--- config.mk ---
export PLATFORM = sky130hd
export DESIGN_NAME = spike_core_top
export DESIGN_NICKNAME = d
export VERILOG_FILES = /design/src/spike_core_pkg.sv /design/src/syn_mem_if.sv /design/src/spike_core_top.sv /design/src/spike_out_port.sv /design/src/neuron_ctrl.sv /design/src/synapse_mem.sv /design/src/in_spike_buf.sv
export SDC_FILE = /design/constraint.sdc
export NUM_CORES = 2
export LEC_CHECK = 0
export BUFFER_PORTS_ARGS = -buffer_cell sky130_fd_sc_hd__buf_2
export CAP_MARGIN = 5
export CORE_UTILIZATION = 55
export CTS_CLUSTER_SIZE = 28
export DETAILED_ROUTE_END_ITERATION = 8
export HOLD_SLACK_MARGIN = 0.02
export PLACE_DENSITY = 0.71
export SYNTH_ARGS = -nofsm -noshare
export SYNTH_HDL_FRONTEND = slang
export SYNTH_SLANG_ARGS = --single-unit
--- constraint.sdc ---
create_clock -name clk_i -period 4.8 [get_ports clk_i]
set_clock_uncertainty 0.1 [all_clocks]
set_input_delay 0.96 -clock clk_i [delete_from_list [all_inputs] [get_ports clk_i]]
set_output_delay 0.96 -clock clk_i [all_outputs]
set_load 0.03 [all_outputs]
--- src/spike_core_pkg.sv ---
package spike_core_pkg;

	// ------------------------------------------------------------------
	// core sizes
	// ------------------------------------------------------------------

	// input axons per core
	localparam int NUM_AXONS   = 16;
	// neurons per core
	localparam int NUM_NEURONS = 4;
	// address widths
	localparam int AXON_W      = 4;
	localparam int NEURON_W    = 2;
	// one weight per neuron/axon pair
	localparam int NUM_SYN     = NUM_NEURONS * NUM_AXONS;

	// output queue and credit pool
	localparam int OUT_DEPTH   = 4;
	localparam int OUT_CREDITS = 2;

	// ------------------------------------------------------------------
	// vector types
	// ------------------------------------------------------------------

	typedef logic [AXON_W-1:0]          axon_addr_t;
	typedef logic [NEURON_W-1:0]        neuron_id_t;
	// neuron id in the upper bits, axon in the lower bits
	typedef logic [NEURON_W+AXON_W-1:0] syn_addr_t;
	typedef logic [NUM_AXONS-1:0]       spike_vec_t;
	typedef logic [NUM_NEURONS-1:0]     fire_vec_t;
	typedef logic signed [7:0]          weight_t;
	typedef logic signed [11:0]         potential_t;

	// ------------------------------------------------------------------
	// neuron model
	// ------------------------------------------------------------------

	// learning saturates here
	localparam weight_t    WEIGHT_MAX = 8'sd127;
	// clamp limits of the membrane potential
	localparam potential_t POT_MAX    = 12'sh7ff;
	localparam potential_t POT_MIN    = 12'sh800;
	// removed once per step, after integration
	localparam potential_t LEAK       = 12'sd2;
	// fire at or above this level
	localparam potential_t THRESHOLD  = 12'sd40;

	// controller phases of one time step
	typedef enum logic [2:0] {
		IDLE,
		RECALL,
		FIRE,
		SAVE,
		LEARN,
		DRAIN
	} ctrl_state_t;

endpackage
--- src/syn_mem_if.sv ---
`timescale 1ns/10ps

// controller to synapse memory link
interface syn_mem_if import spike_core_pkg::*; ();

	// read request, data follows one cycle later
	logic      rd_en;
	syn_addr_t rd_addr;
	weight_t   rd_data;

	// learning write back
	logic      wr_en;
	syn_addr_t wr_addr;
	weight_t   wr_data;

	modport ctrl (
		output rd_en, rd_addr, wr_en, wr_addr, wr_data,
		input  rd_data
	);

	modport mem (
		input  rd_en, rd_addr, wr_en, wr_addr, wr_data,
		output rd_data
	);

endinterface

--- src/spike_core_top.sv ---
`timescale 1ns/10ps

module spike_core_top import spike_core_pkg::*; (
	input  logic       clk_i,
	input  logic       rst_n_i,
	// step control
	input  logic       start_i,
	input  logic       learn_i,
	input  spike_vec_t spike_in_i,
	// weight load
	input  logic       cfg_we_i,
	input  syn_addr_t  cfg_addr_i,
	input  weight_t    cfg_data_i,
	// spike output with credits
	input  logic       credit_i,
	output logic       busy_o,
	output logic       done_o,
	output logic       spk_valid_o,
	output neuron_id_t spk_id_o
);

	// host requests only count while idle
	logic start_ok;
	logic cfg_ok;
	logic rcl_rd_en;
	axon_addr_t rcl_axon;
	logic rcl_spike;
	logic save;
	logic lrn_rd_en;
	axon_addr_t lrn_axon;
	logic lrn_spike;
	logic push;
	neuron_id_t push_id;
	logic not_full;

	assign start_ok = start_i && !busy_o;
	assign cfg_ok   = cfg_we_i && !busy_o;

	syn_mem_if u_syn_if ();

	// ------------------------------------------------------------------
	// core blocks
	// ------------------------------------------------------------------

	in_spike_buf u_buf (
		.clk_i       (clk_i),
		.rst_n_i     (rst_n_i),
		.start_i     (start_ok),
		.spike_in_i  (spike_in_i),
		.rcl_rd_en_i (rcl_rd_en),
		.rcl_axon_i  (rcl_axon),
		.save_i      (save),
		.lrn_rd_en_i (lrn_rd_en),
		.lrn_axon_i  (lrn_axon),
		.rcl_spike_o (rcl_spike),
		.lrn_spike_o (lrn_spike)
	);

	synapse_mem u_mem (
		.clk_i      (clk_i),
		.rst_n_i    (rst_n_i),
		.cfg_we_i   (cfg_ok),
		.cfg_addr_i (cfg_addr_i),
		.cfg_data_i (cfg_data_i),
		.mem        (u_syn_if.mem)
	);

	neuron_ctrl u_ctrl (
		.clk_i       (clk_i),
		.rst_n_i     (rst_n_i),
		.start_i     (start_ok),
		.learn_i     (learn_i),
		.mem         (u_syn_if.ctrl),
		.rcl_rd_en_o (rcl_rd_en),
		.rcl_axon_o  (rcl_axon),
		.rcl_spike_i (rcl_spike),
		.save_o      (save),
		.lrn_rd_en_o (lrn_rd_en),
		.lrn_axon_o  (lrn_axon),
		.lrn_spike_i (lrn_spike),
		.push_o      (push),
		.push_id_o   (push_id),
		.not_full_i  (not_full),
		.busy_o      (busy_o),
		.done_o      (done_o)
	);

	// keeps sending after the step ends
	spike_out_port u_out (
		.clk_i       (clk_i),
		.rst_n_i     (rst_n_i),
		.push_i      (push),
		.push_id_i   (push_id),
		.not_full_o  (not_full),
		.credit_i    (credit_i),
		.spk_valid_o (spk_valid_o),
		.spk_id_o    (spk_id_o)
	);

endmodule

--- src/spike_out_port.sv ---
`timescale 1ns/10ps

module spike_out_port import spike_core_pkg::*; (
	input  logic       clk_i,
	input  logic       rst_n_i,
	// fired ids from the controller
	input  logic       push_i,
	input  neuron_id_t push_id_i,
	output logic       not_full_o,
	// one pulse returns one credit
	input  logic       credit_i,
	output logic       spk_valid_o,
	output neuron_id_t spk_id_o
);

	localparam int PTR_W = $clog2(OUT_DEPTH);
	localparam int CRD_W = $clog2(OUT_CREDITS + 1);

	neuron_id_t queue_q [OUT_DEPTH];
	logic [PTR_W-1:0] wr_ptr_q;
	logic [PTR_W-1:0] rd_ptr_q;
	logic [PTR_W:0] count_q;
	logic [CRD_W-1:0] credit_q;
	logic do_push;
	logic do_send;

	assign not_full_o = (count_q != (PTR_W+1)'(OUT_DEPTH));
	assign do_push    = push_i && not_full_o;
	// head leaves when there is something and a credit to spend
	assign do_send    = (count_q != '0) && (credit_q != '0);

	assign spk_valid_o = do_send;
	assign spk_id_o    = queue_q[rd_ptr_q];

	// entry storage
	always_ff @(posedge clk_i) begin
		if (do_push) begin
			queue_q[wr_ptr_q] <= push_id_i;
		end
	end

	// ------------------------------------------------------------------
	// pointers, fill level, credits
	// ------------------------------------------------------------------

	always_ff @(posedge clk_i or negedge rst_n_i) begin
		if (!rst_n_i) begin
			wr_ptr_q <= '0;
			rd_ptr_q <= '0;
			count_q  <= '0;
			credit_q <= CRD_W'(OUT_CREDITS);
		end else begin
			if (do_push) begin
				wr_ptr_q <= wr_ptr_q + 1'b1;
			end
			if (do_send) begin
				rd_ptr_q <= rd_ptr_q + 1'b1;
			end
			count_q <= count_q + do_push - do_send;
			// returned credit beyond the pool is dropped
			if (do_send && !credit_i) begin
				credit_q <= credit_q - 1'b1;
			end else if (credit_i && !do_send && (credit_q != CRD_W'(OUT_CREDITS))) begin
				credit_q <= credit_q + 1'b1;
			end
		end
	end

endmodule

--- src/neuron_ctrl.sv ---
`timescale 1ns/10ps

module neuron_ctrl import spike_core_pkg::*; (
	input  logic       clk_i,
	input  logic       rst_n_i,
	input  logic       start_i,
	input  logic       learn_i,
	// weight memory
	syn_mem_if.ctrl    mem,
	// spike buffer
	output logic       rcl_rd_en_o,
	output axon_addr_t rcl_axon_o,
	input  logic       rcl_spike_i,
	output logic       save_o,
	output logic       lrn_rd_en_o,
	output axon_addr_t lrn_axon_o,
	input  logic       lrn_spike_i,
	// output queue
	output logic       push_o,
	output neuron_id_t push_id_o,
	input  logic       not_full_i,
	// step status
	output logic       busy_o,
	output logic       done_o
);

	ctrl_state_t state_q;
	// walk counters, axon has one extra slot for the last data beat
	neuron_id_t nrn_q;
	logic [AXON_W:0] axn_q;
	// membrane potentials, kept across steps
	potential_t pot_q [NUM_NEURONS];
	fire_vec_t fire_q;
	logic learn_q;
	// weight read issued last cycle
	logic rd_vld_q;
	// ids handed to the queue this step
	logic [NEURON_W:0] push_cnt_q;

	potential_t leak_pot;
	logic fire_now;
	logic fire_go;
	logic walk_end;
	logic last_nrn;
	logic need_wr;
	axon_addr_t axn_rd;
	axon_addr_t axn_wr;

	// clamped add, no wrap of the potential
	function automatic potential_t sat_add(input potential_t a, input potential_t b);
		logic signed [$bits(potential_t):0] sum;
		sum = a + b;
		if (sum > POT_MAX) begin
			return POT_MAX;
		end else if (sum < POT_MIN) begin
			return POT_MIN;
		end
		return potential_t'(sum);
	endfunction

	// ------------------------------------------------------------------
	// datapath decisions
	// ------------------------------------------------------------------

	assign axn_rd   = axon_addr_t'(axn_q);
	// data in hand belongs to the previous axon
	assign axn_wr   = axon_addr_t'(axn_q - 1'b1);
	assign walk_end = axn_q[AXON_W];
	assign last_nrn = (nrn_q == neuron_id_t'(NUM_NEURONS - 1));

	// leak then threshold
	assign leak_pot = sat_add(pot_q[nrn_q], -LEAK);
	assign fire_now = (leak_pot >= THRESHOLD);
	// full queue holds a firing neuron
	assign fire_go  = (state_q == FIRE) && (!fire_now || not_full_i);

	// potentiation only for active axon into fired neuron
	assign need_wr  = (state_q == LEARN) && rd_vld_q && fire_q[nrn_q] && lrn_spike_i;

	// read requests, learning read pauses during a write
	assign rcl_rd_en_o = (state_q == RECALL) && !walk_end;
	assign lrn_rd_en_o = (state_q == LEARN) && !walk_end && !need_wr;
	assign rcl_axon_o  = axn_rd;
	assign lrn_axon_o  = axn_rd;
	assign save_o      = (state_q == SAVE);

	assign mem.rd_en   = rcl_rd_en_o || lrn_rd_en_o;
	assign mem.rd_addr = {nrn_q, axn_rd};
	assign mem.wr_en   = need_wr;
	assign mem.wr_addr = {nrn_q, axn_wr};
	// plus one, stuck at the ceiling
	assign mem.wr_data = (mem.rd_data == WEIGHT_MAX) ? WEIGHT_MAX :
		weight_t'(mem.rd_data + weight_t'(1));

	assign push_o    = (state_q == FIRE) && fire_now && not_full_i;
	assign push_id_o = nrn_q;

	// ------------------------------------------------------------------
	// sequencer
	// ------------------------------------------------------------------

	always_ff @(posedge clk_i or negedge rst_n_i) begin
		if (!rst_n_i) begin
			state_q    <= IDLE;
			nrn_q      <= '0;
			axn_q      <= '0;
			fire_q     <= '0;
			learn_q    <= 1'b0;
			rd_vld_q   <= 1'b0;
			push_cnt_q <= '0;
			busy_o     <= 1'b0;
			done_o     <= 1'b0;
			for (int n = 0; n < NUM_NEURONS; n++) begin
				pot_q[n] <= '0;
			end
		end else begin
			rd_vld_q <= mem.rd_en;
			done_o   <= 1'b0;
			if (push_o) begin
				push_cnt_q <= push_cnt_q + 1'b1;
			end
			case (state_q)
				IDLE: begin
					if (start_i) begin
						state_q    <= RECALL;
						busy_o     <= 1'b1;
						learn_q    <= learn_i;
						fire_q     <= '0;
						push_cnt_q <= '0;
						nrn_q      <= '0;
						axn_q      <= '0;
					end
				end
				RECALL: begin
					// integrate weight of an active axon
					if (rd_vld_q && rcl_spike_i) begin
						pot_q[nrn_q] <= sat_add(pot_q[nrn_q], potential_t'(mem.rd_data));
					end
					if (walk_end) begin
						axn_q <= '0;
						nrn_q <= nrn_q + 1'b1;
						if (last_nrn) begin
							state_q <= FIRE;
						end
					end else begin
						axn_q <= axn_q + 1'b1;
					end
				end
				FIRE: begin
					// one neuron per cycle unless stalled
					if (fire_go) begin
						pot_q[nrn_q]  <= fire_now ? '0 : leak_pot;
						fire_q[nrn_q] <= fire_now;
						nrn_q         <= nrn_q + 1'b1;
						if (last_nrn) begin
							state_q <= SAVE;
						end
					end
				end
				SAVE: begin
					state_q <= learn_q ? LEARN : DRAIN;
				end
				LEARN: begin
					// write cycle holds the walk in place
					if (!need_wr) begin
						if (walk_end) begin
							axn_q <= '0;
							nrn_q <= nrn_q + 1'b1;
							if (last_nrn) begin
								state_q <= DRAIN;
							end
						end else begin
							axn_q <= axn_q + 1'b1;
						end
					end
				end
				DRAIN: begin
					// close once every fired id has been queued
					if (push_cnt_q == ($bits(push_cnt_q))'($countones(fire_q))) begin
						state_q <= IDLE;
						busy_o  <= 1'b0;
						done_o  <= 1'b1;
					end
				end
				default: begin
					state_q <= IDLE;
				end
			endcase
		end
	end

endmodule

--- src/synapse_mem.sv ---
`timescale 1ns/10ps

module synapse_mem import spike_core_pkg::*; (
	input  logic      clk_i,
	input  logic      rst_n_i,
	// host side weight load
	input  logic      cfg_we_i,
	input  syn_addr_t cfg_addr_i,
	input  weight_t   cfg_data_i,
	// controller side
	syn_mem_if.mem    mem
);

	// weight per neuron/axon pair
	weight_t weight_q [NUM_SYN];

	// ------------------------------------------------------------------
	// write ports
	// ------------------------------------------------------------------

	always_ff @(posedge clk_i or negedge rst_n_i) begin
		if (!rst_n_i) begin
			for (int i = 0; i < NUM_SYN; i++) begin
				weight_q[i] <= '0;
			end
		end else begin
			// learning update has priority
			if (mem.wr_en) begin
				weight_q[mem.wr_addr] <= mem.wr_data;
			end else if (cfg_we_i) begin
				// config load only when the controller is quiet
				weight_q[cfg_addr_i] <= cfg_data_i;
			end
		end
	end

	// ------------------------------------------------------------------
	// read port
	// ------------------------------------------------------------------

	// one cycle latency, holds value between reads
	always_ff @(posedge clk_i or negedge rst_n_i) begin
		if (!rst_n_i) begin
			mem.rd_data <= '0;
		end else if (mem.rd_en) begin
			mem.rd_data <= weight_q[mem.rd_addr];
		end
	end

endmodule

--- src/in_spike_buf.sv ---
`timescale 1ns/10ps

module in_spike_buf import spike_core_pkg::*; (
	input  logic       clk_i,
	input  logic       rst_n_i,
	// step start, spikes sampled here
	input  logic       start_i,
	input  spike_vec_t spike_in_i,
	// recall read port
	input  logic       rcl_rd_en_i,
	input  axon_addr_t rcl_axon_i,
	// recall to learning copy
	input  logic       save_i,
	// learning read port
	input  logic       lrn_rd_en_i,
	input  axon_addr_t lrn_axon_i,
	output logic       rcl_spike_o,
	output logic       lrn_spike_o
);

	// spike copy used while integrating
	spike_vec_t rcl_buf_q;
	// spike copy used while learning
	spike_vec_t lrn_buf_q;

	// ------------------------------------------------------------------
	// buffer registers
	// ------------------------------------------------------------------

	always_ff @(posedge clk_i or negedge rst_n_i) begin
		if (!rst_n_i) begin
			rcl_buf_q <= '0;
			lrn_buf_q <= '0;
		end else begin
			// new step overwrites the recall copy
			if (start_i) begin
				rcl_buf_q <= spike_in_i;
			end
			// freeze recall spikes for the learning walk
			if (save_i) begin
				lrn_buf_q <= rcl_buf_q;
			end
		end
	end

	// ------------------------------------------------------------------
	// registered single bit reads
	// ------------------------------------------------------------------

	always_ff @(posedge clk_i or negedge rst_n_i) begin
		if (!rst_n_i) begin
			rcl_spike_o <= 1'b0;
			lrn_spike_o <= 1'b0;
		end else begin
			// lines up with the weight read
			if (rcl_rd_en_i) begin
				rcl_spike_o <= rcl_buf_q[rcl_axon_i];
			end
			if (lrn_rd_en_i) begin
				lrn_spike_o <= lrn_buf_q[lrn_axon_i];
			end
		end
	end

endmodule

Word-level counts from Yosys, hierarchy flattened
Memory sizes are Yosys's and may differ from the RTL's.
Index checks and enable logic that the tools add are counted.
Cells by class
  $add $sub $neg: 16
  $lt $le $gt $ge: 15
  equality and inequality tests: 20
  mux-type cells: 81
  bitwise operators: 4
  reduce and logical (&&, ||, !) cells: 46
Operators by type and width (number)
  bitwise mux 512 bit: 2
  two-way mux 512 bit: 2
  two-way mux 12 bit: 12
  bitwise mux 48 bit: 2
  demux 8 bit (select 6 bit): 2
  two-way mux 48 bit: 2
  one-hot mux 48 bit (2 select lines): 1
  binary-select mux 8 bit (select 6 bit): 1
  two-way mux 8 bit: 5
  two-way mux 3 bit: 12
  greater-than comparator 13 x 12 -> 1 bit, second input constant: 2
  less-than comparator 13 x 12 -> 1 bit, second input constant: 2
  binary-select mux 12 bit (select 2 bit): 1
  demux 12 bit (select 2 bit): 1
  greater-or-equal comparator 7 bit, second input constant: 3
  logical AND 1 bit: 21
  NOT 6 -> 7 bit: 3
  one-hot mux 3 bit (6 select lines): 1
  two-way mux 1 bit: 17
  two-way mux 5 bit: 3
  one-hot mux 5 bit (3 select lines): 1
  less-than comparator 7 x 1 -> 1 bit, second input constant: 2
  != test 2 x 1 -> 1 bit, second input constant: 7
  adder 12 x 2 -> 13 bit, second input constant: 1
  other kinds (45): 76
Word-level totals
  register bits after elaboration: 632
  memory bits (writable): 8
  bits of input ports: 36
  output and inout bits: 5
  word-level logic and storage cells: 269
  memories: 1
Memories
  u_out.queue_q: depth 4, width 2, rd ports 1, clocked after Yosys merged registers in 0, wr ports 1, RTL line spike_out_port.sv:19  | neuron_id_t queue_q [OUT_DEPTH];

Depth between registers and ports, before layout
  depth after elaboration: 16
  mapped depth: 16
  gate-level depth less buffers: 13

Modules after synthesis
From an unflattened synthesis, not the netlist that was laid out.
Unflattened totals
  cells, all modules: 2986
  area, all modules: 36132.2 µm²
By module, submodules not included
  synapse_mem: instances 1, cells an instance 2290, area each 28613.7 µm², sequential area each 13012.5 µm²
  neuron_ctrl: instances 1, cells an instance 550, area each 5165.0 µm², sequential area each 1726.7 µm²
  in_spike_buf: instances 1, cells an instance 86, area each 1521.5 µm², sequential area each 850.8 µm²
  spike_out_port: instances 1, cells an instance 58, area each 819.5 µm², sequential area each 466.7 µm²
  spike_core_top: instances 1, cells an instance 2, area each 12.5 µm², sequential area each 0.0 µm²

Worst setup path before layout
Ideal clock, no wire load.
  path type: register -> register
  start point: register u_ctrl.nrn_q[0] (netlist: u_ctrl.push_id_o[0])
  end point: register u_out.count_q[2]
  setup time: 123 ps
  data arrival time: 4113 ps
  data required time: 4577 ps
  slack: 464 ps
  stages on the path, launching flop included: 17
  path buffers: 4
  clock period less this slack: 4336 ps
  cells stage by stage: dfrtp_1 -> buf_6 -> mux4_1 -> clkbuf_1 -> inv_1 -> ha_1 -> clkbuf_1 -> nor3b_1 -> xnor2_1 -> nor2_1 -> a2111oi_4 -> o21a_1 -> buf_2 -> nor2_2 -> ha_1 -> fa_1 -> xnor2_1
Between the ends
  cells in the longest elaborated chain, start to end: 15
  elaborated cells on any way between the ends: 17
  those cells by class: 3 x add/sub; 3 x order compare; 7 x mux; 1 x bitwise; 3 x reduce/logical
RTL lines
  from (decl): RTL line neuron_ctrl.sv:29  | neuron_id_t nrn_q;
  from (signal assigned): RTL line neuron_ctrl.sv:141  | nrn_q <= nrn_q + 1'b1;
  from (signal assigned): RTL line neuron_ctrl.sv:154  | nrn_q <= nrn_q + 1'b1;
  from (signal assigned): RTL line neuron_ctrl.sv:168  | nrn_q <= nrn_q + 1'b1;
  NOT 2 -> 3 bit (not written as such) (*): RTL line neuron_ctrl.sv:72  | assign leak_pot = sat_add(pot_q[nrn_q], -LEAK);
  binary-select mux 12 bit (select 2 bit) (*): RTL line neuron_ctrl.sv:72
  two-way mux 12 bit (not written as such) (*) (2 in a row): RTL line neuron_ctrl.sv:72
  adder 12 x 2 -> 13 bit (*): RTL line neuron_ctrl.sv:52  | sum = a + b;
  less-than comparator 13 x 12 -> 1 bit: RTL line neuron_ctrl.sv:55  | end else if (sum < POT_MIN) begin
  two-way mux 1 bit: RTL line neuron_ctrl.sv:55
  two-way mux 1 bit: RTL line neuron_ctrl.sv:53  | if (sum > POT_MAX) begin
  two-way mux 12 bit (*): RTL line neuron_ctrl.sv:58  | return potential_t'(sum);
  greater-or-equal comparator 12 x 7 -> 1 bit (*): RTL line neuron_ctrl.sv:73  | assign fire_now = (leak_pot >= THRESHOLD);
  logical AND 1 bit (*) (2 in a row): RTL line neuron_ctrl.sv:95  | assign push_o = (state_q == FIRE) && fire_now && not_full_i;
  logical AND 1 bit (*): RTL line spike_out_port.sv:28  | assign do_push = push_i && not_full_o;
  named net u_out.do_push: RTL line spike_out_port.sv:24  | logic do_push;
  adder 3 x 1 -> 3 bit (*): RTL line spike_out_port.sv:59  | count_q <= count_q + do_push - do_send;
  subtractor 3 x 1 -> 3 bit (*): RTL line spike_out_port.sv:59
  to (signal assigned): RTL line spike_out_port.sv:59
  to (decl): RTL line spike_out_port.sv:22  | logic [PTR_W:0] count_q;
The timed path passes the listed nets; every way through them passes the cells marked *. The select of a mux whose other input is x is not followed.
A chain may end at the register's enable or synchronous reset.

Worst setup path after layout
  start point: register u_ctrl.nrn_q[0] (netlist: u_ctrl.push_id_o[0])
  end point: register u_mem.weight_q[54] in the netlist's numbering
Between the ends
  cells in the longest elaborated chain, start to end: 7
  elaborated cells on any way between the ends: 13
  those cells by class: 2 x order compare; 6 x mux; 1 x bitwise; 4 x reduce/logical
RTL lines
  NOT 6 -> 7 bit (not written as such): RTL line synapse_mem.sv:29  | weight_q[mem.wr_addr] <= mem.wr_data;
  greater-or-equal comparator 7 bit (not written as such) or less-than comparator 7 x 1 -> 1 bit (tied branches): RTL line synapse_mem.sv:29
  logical AND 1 bit (not written as such): RTL line synapse_mem.sv:29
  two-way mux 8 bit (not written as such): RTL line synapse_mem.sv:29
  demux 8 bit (select 6 bit): RTL line synapse_mem.sv:29
  bitwise mux 512 bit: RTL line synapse_mem.sv:29
  two-way mux 512 bit: RTL line synapse_mem.sv:28  | if (mem.wr_en) begin
  to (signal, indexed assignment): RTL line synapse_mem.sv:29
  to (signal, indexed assignment): RTL line synapse_mem.sv:32  | weight_q[cfg_addr_i] <= cfg_data_i;
  to (decl): RTL line synapse_mem.sv:15  | weight_t weight_q [NUM_SYN];
Several ways; a longest one is shown, not always the timed one. The select of a mux whose other input is x is not followed.

==> flow_metrics.tcl <==
set metrics [dict create \
    critical_path.most_common_cell "nor2_1" \
    worstMarginPinSlew_ns 1.14 \
    setup-tns-final_ns 0 \
    multi_input_area_um2 16200 \
    synthAdderAreaFrac_pct 1.35 \
    htree_levels 3 \
    fill_cells 4607 \
    yosys.area.top_type_share_pct 47.7 \
    port_buffers 40 \
    synth_top_family_by_area "compound AO/OA/AOI/OAI gates" \
    power_mw 11.3 \
    core_um2 59200 \
    firstDrtPassIters 9 \
    critical_path_class "flip-flop to flip-flop" \
    synth_xor_area_share_pct 0.873 \
    cts_buffers 70 \
    fin_crit_ns 4.56 \
    num_io_pins 41 \
    drt-total-wl_um 114000 \
    die_y_um 247 \
    synth-seq-cells 640 \
    synth_area_per_cell_um2 11.4 \
    final-hold-violation-count 0 \
    grt_pass1_wl_um 174000 \
    dieArea_um2 61200 \
    seqCellArea_um2 16100 \
    synth_area_leaders "dfrtp_1, mux4_2, o221ai_1" \
    area_growth_syn_to_layout_pct 10.8 \
    grt_setup_unrepaired "false" \
    synthSimpleGateAreaFrac_pct 10.1 \
    dr_total_vias 28300 \
    postCtsSetupBuffers 0 \
    via_per_inst 7.63 \
    yosysWarnings 0 \
    cp.arrival_ns 4.94 \
    synth_common_cells "dfrtp_1, nand2_1, o221ai_1, o21ai_0, mux4_2" \
    synthMuxAreaShare_pct 15.2 \
    clkTransAtPathRegs_ns 0.06 \
    ys_seq_area_share_pct 48.5 \
    hold_class "input pin to async pin" \
    relSlewSlack_pct 23.9 \
    clock_latency_ns 0.65 \
    antenna_found_initial 9 \
    grt.total_usage_pct 38.0 \
    drt_iter0_markers 4229 \
    vdd_drop_max_mv 0.286 \
    busiest_layer "met2" \
    clock_path_buffers 3 \
    gp_congestion 1.01 \
    critical-path-max-stage-delay_ns 0.80 \
    layout.nets 2955 \
    setup_ws_ns 0.240 \
    grt_use_met3_pct 10.9 \
    cts_tree "done" \
    use_met1_pct 51.0 \
    postSynthCellCount 2903 \
    async_reset_ff_share_pct 98.8 \
    cp-end-kind "flip-flop" \
    synth_ff_type "dfrtp_1" \
    synth_edf_count 8 \
    cts_root_buf "clkbuf_16" \
    p_leak_nw 15.1 \
    overflow 0 \
    synth_area_um2 33100 \
    instances_no_fill 3712 \
    start_kind "flip-flop" \
    power_density_nw_per_um2 307 \
    placementRows 89 \
    synth-compound-area-share_pct 21.0 \
    antenna_left 0 \
    wl_per_cell_um 30.7 \
    synth_fp_nets 2973 \
    violations "design-rule violations" \
    crit_required_ns 5.18 \
    drv_cap 0 \
    yosys.area.top_type "dfrtp_1" \
    status "finished with violations" \
    grt_max_degree 134 \
    maxSlewViolCount 0 \
    clock.fmax_mhz 219 \
    setup_viol 0 \
    period_share_pct 95.0 \
    yosysMostFrequentCell "dfrtp_1" \
    dpl_worst_slack_ns 0.288 \
    ys_types 82 \
    start_util_pct 55.9 \
    critPathMaxFanout 10 \
    dp_cells 3586 \
    dp_hpwl_um 74100 \
    drc 10 \
    grt_use_met2_pct 55.6 \
    cts_hold_buf 0 \
    drive_gt1_share_pct 17.9 \
    crit_chain "buf_4 -> mux4_1 -> nand4_1 -> nor2_1 -> nand3_1 -> nor2_1 -> a21oi_1 -> a22oi_1 -> o21ai_0" \
    first_global_vias 27900 \
    slowest_stage "nor2_1" \
    cts.sink_count 640 \
    die-width_um 247 \
]
## cell type report
class,count,area share [%]
timing repair buffer,133,2.92
clock buffer,109,5.62
clock inverter,14,0.651
antenna,3,0.0205
multi-input combinational,2020,44.1
sequential,640,43.8
inverter,20,0.205
tap,773,2.64
## registers in the layout (all words and copies together) (netlist names), 3 cells and up
| register | cells |
|---|---|
| u_ctrl.axn_q | 5 |
| u_ctrl.pot_q | 48 |
| u_mem.weight_q | 512 |
| u_mem.mem.rd_data | 8 |
| u_ctrl.state_q | 3 |
| u_ctrl.push_cnt_q | 3 |
| u_ctrl.fire_q | 4 |
| u_buf.rcl_buf_q | 16 |
| u_buf.lrn_buf_q | 16 |
| u_out.queue_q | 8 |
| u_out.count_q | 3 |
## final timing paths
path,start,to,slack [ns],cells past startpoint
worst max register to register,u_ctrl.push_id_o[0],u_mem.weight_q[54],0.24,9
worst max-delay path,u_ctrl.push_id_o[0],u_mem.weight_q[54],0.24,9
min in group clk_i,u_mem.weight_q[265],u_mem.weight_q[265],0.39,2
worst min register to register,u_mem.weight_q[265],u_mem.weight_q[265],0.39,2
max in group asynchronous,rst_n_i,u_mem.weight_q[37],3.20,2
worst min-delay path,rst_n_i,u_ctrl.pot_q[43],0.29,1
## logic make-up (layout without fill, tap and decap cells)
logic type | Yosys count | in the layout
flops | 640 | 640
xor+xnor | 33 | 33
buf+inv | 243 | 276
simple gates | 754 | 754
other cells | 0 | 3
mux | 252 | 252
compound gates | 947 | 947
fa+ha+maj | 34 | 34
## repair_timing
item | 4_1_cts | 5_1_grt
endpoints found under the hold margin | 0 | 0
setup endpoints to repair | 0 | 5
gates resized for setup | 0 | 2
## per-layer routing
metal | part of all wire [%] | vias up
li1 | - | 11300
met1 | 37 | 14200
met2 | 44 | 2272
met3 | 13 | 494
met4 | 6.1 | 12
met5 | 0.066 | -
## cell usage in the layout (no fill, tap or decap), drive strengths merged, types with 51 or more instances in the layout
cell type and count:
mux4 193, mux2 51, a21oi 89, clkbuf 109, nand2 476, o21ai 198
o211ai 55, a22oi 187, dfrtp 631, o221ai 325, nor2 100, buf 133
## power breakdown
| group | total (mW) | internal, mW | switching [mW] |
|---|---|---|---|
| combinational | 0.339 | 0.0682 | 0.270 |
| sequential | 5.45 | 5.43 | 0.0191 |
| clock | 5.48 | 3.19 | 2.29 |
| total | 11.3 | 8.68 | 2.58 |
## worst max-delay path, delay by kind of cell (launching register included)
kind | cells | cell delay, ns
multiplexers | 1 | 0.37
buffers and inverters | 1 | 0.20
AND/OR/NAND/NOR | 4 | 2.49
flip-flops | 1 | 0.42
AO/OA/AOI/OAI | 3 | 0.80
## per-stage QoR
step                      hold WS (ns)  utilization [%]  instance area, µm²
after global routing             0.343             61.9               36700
after floorplan                  0.348                -               33100
final                            0.286             61.9               36700
after global placement           0.362             58.0               34400
after CTS                        0.317             61.9               36700
after detailed placement         0.368             58.0               34400
No activity file was read; power rests on OpenSTA's default activity.
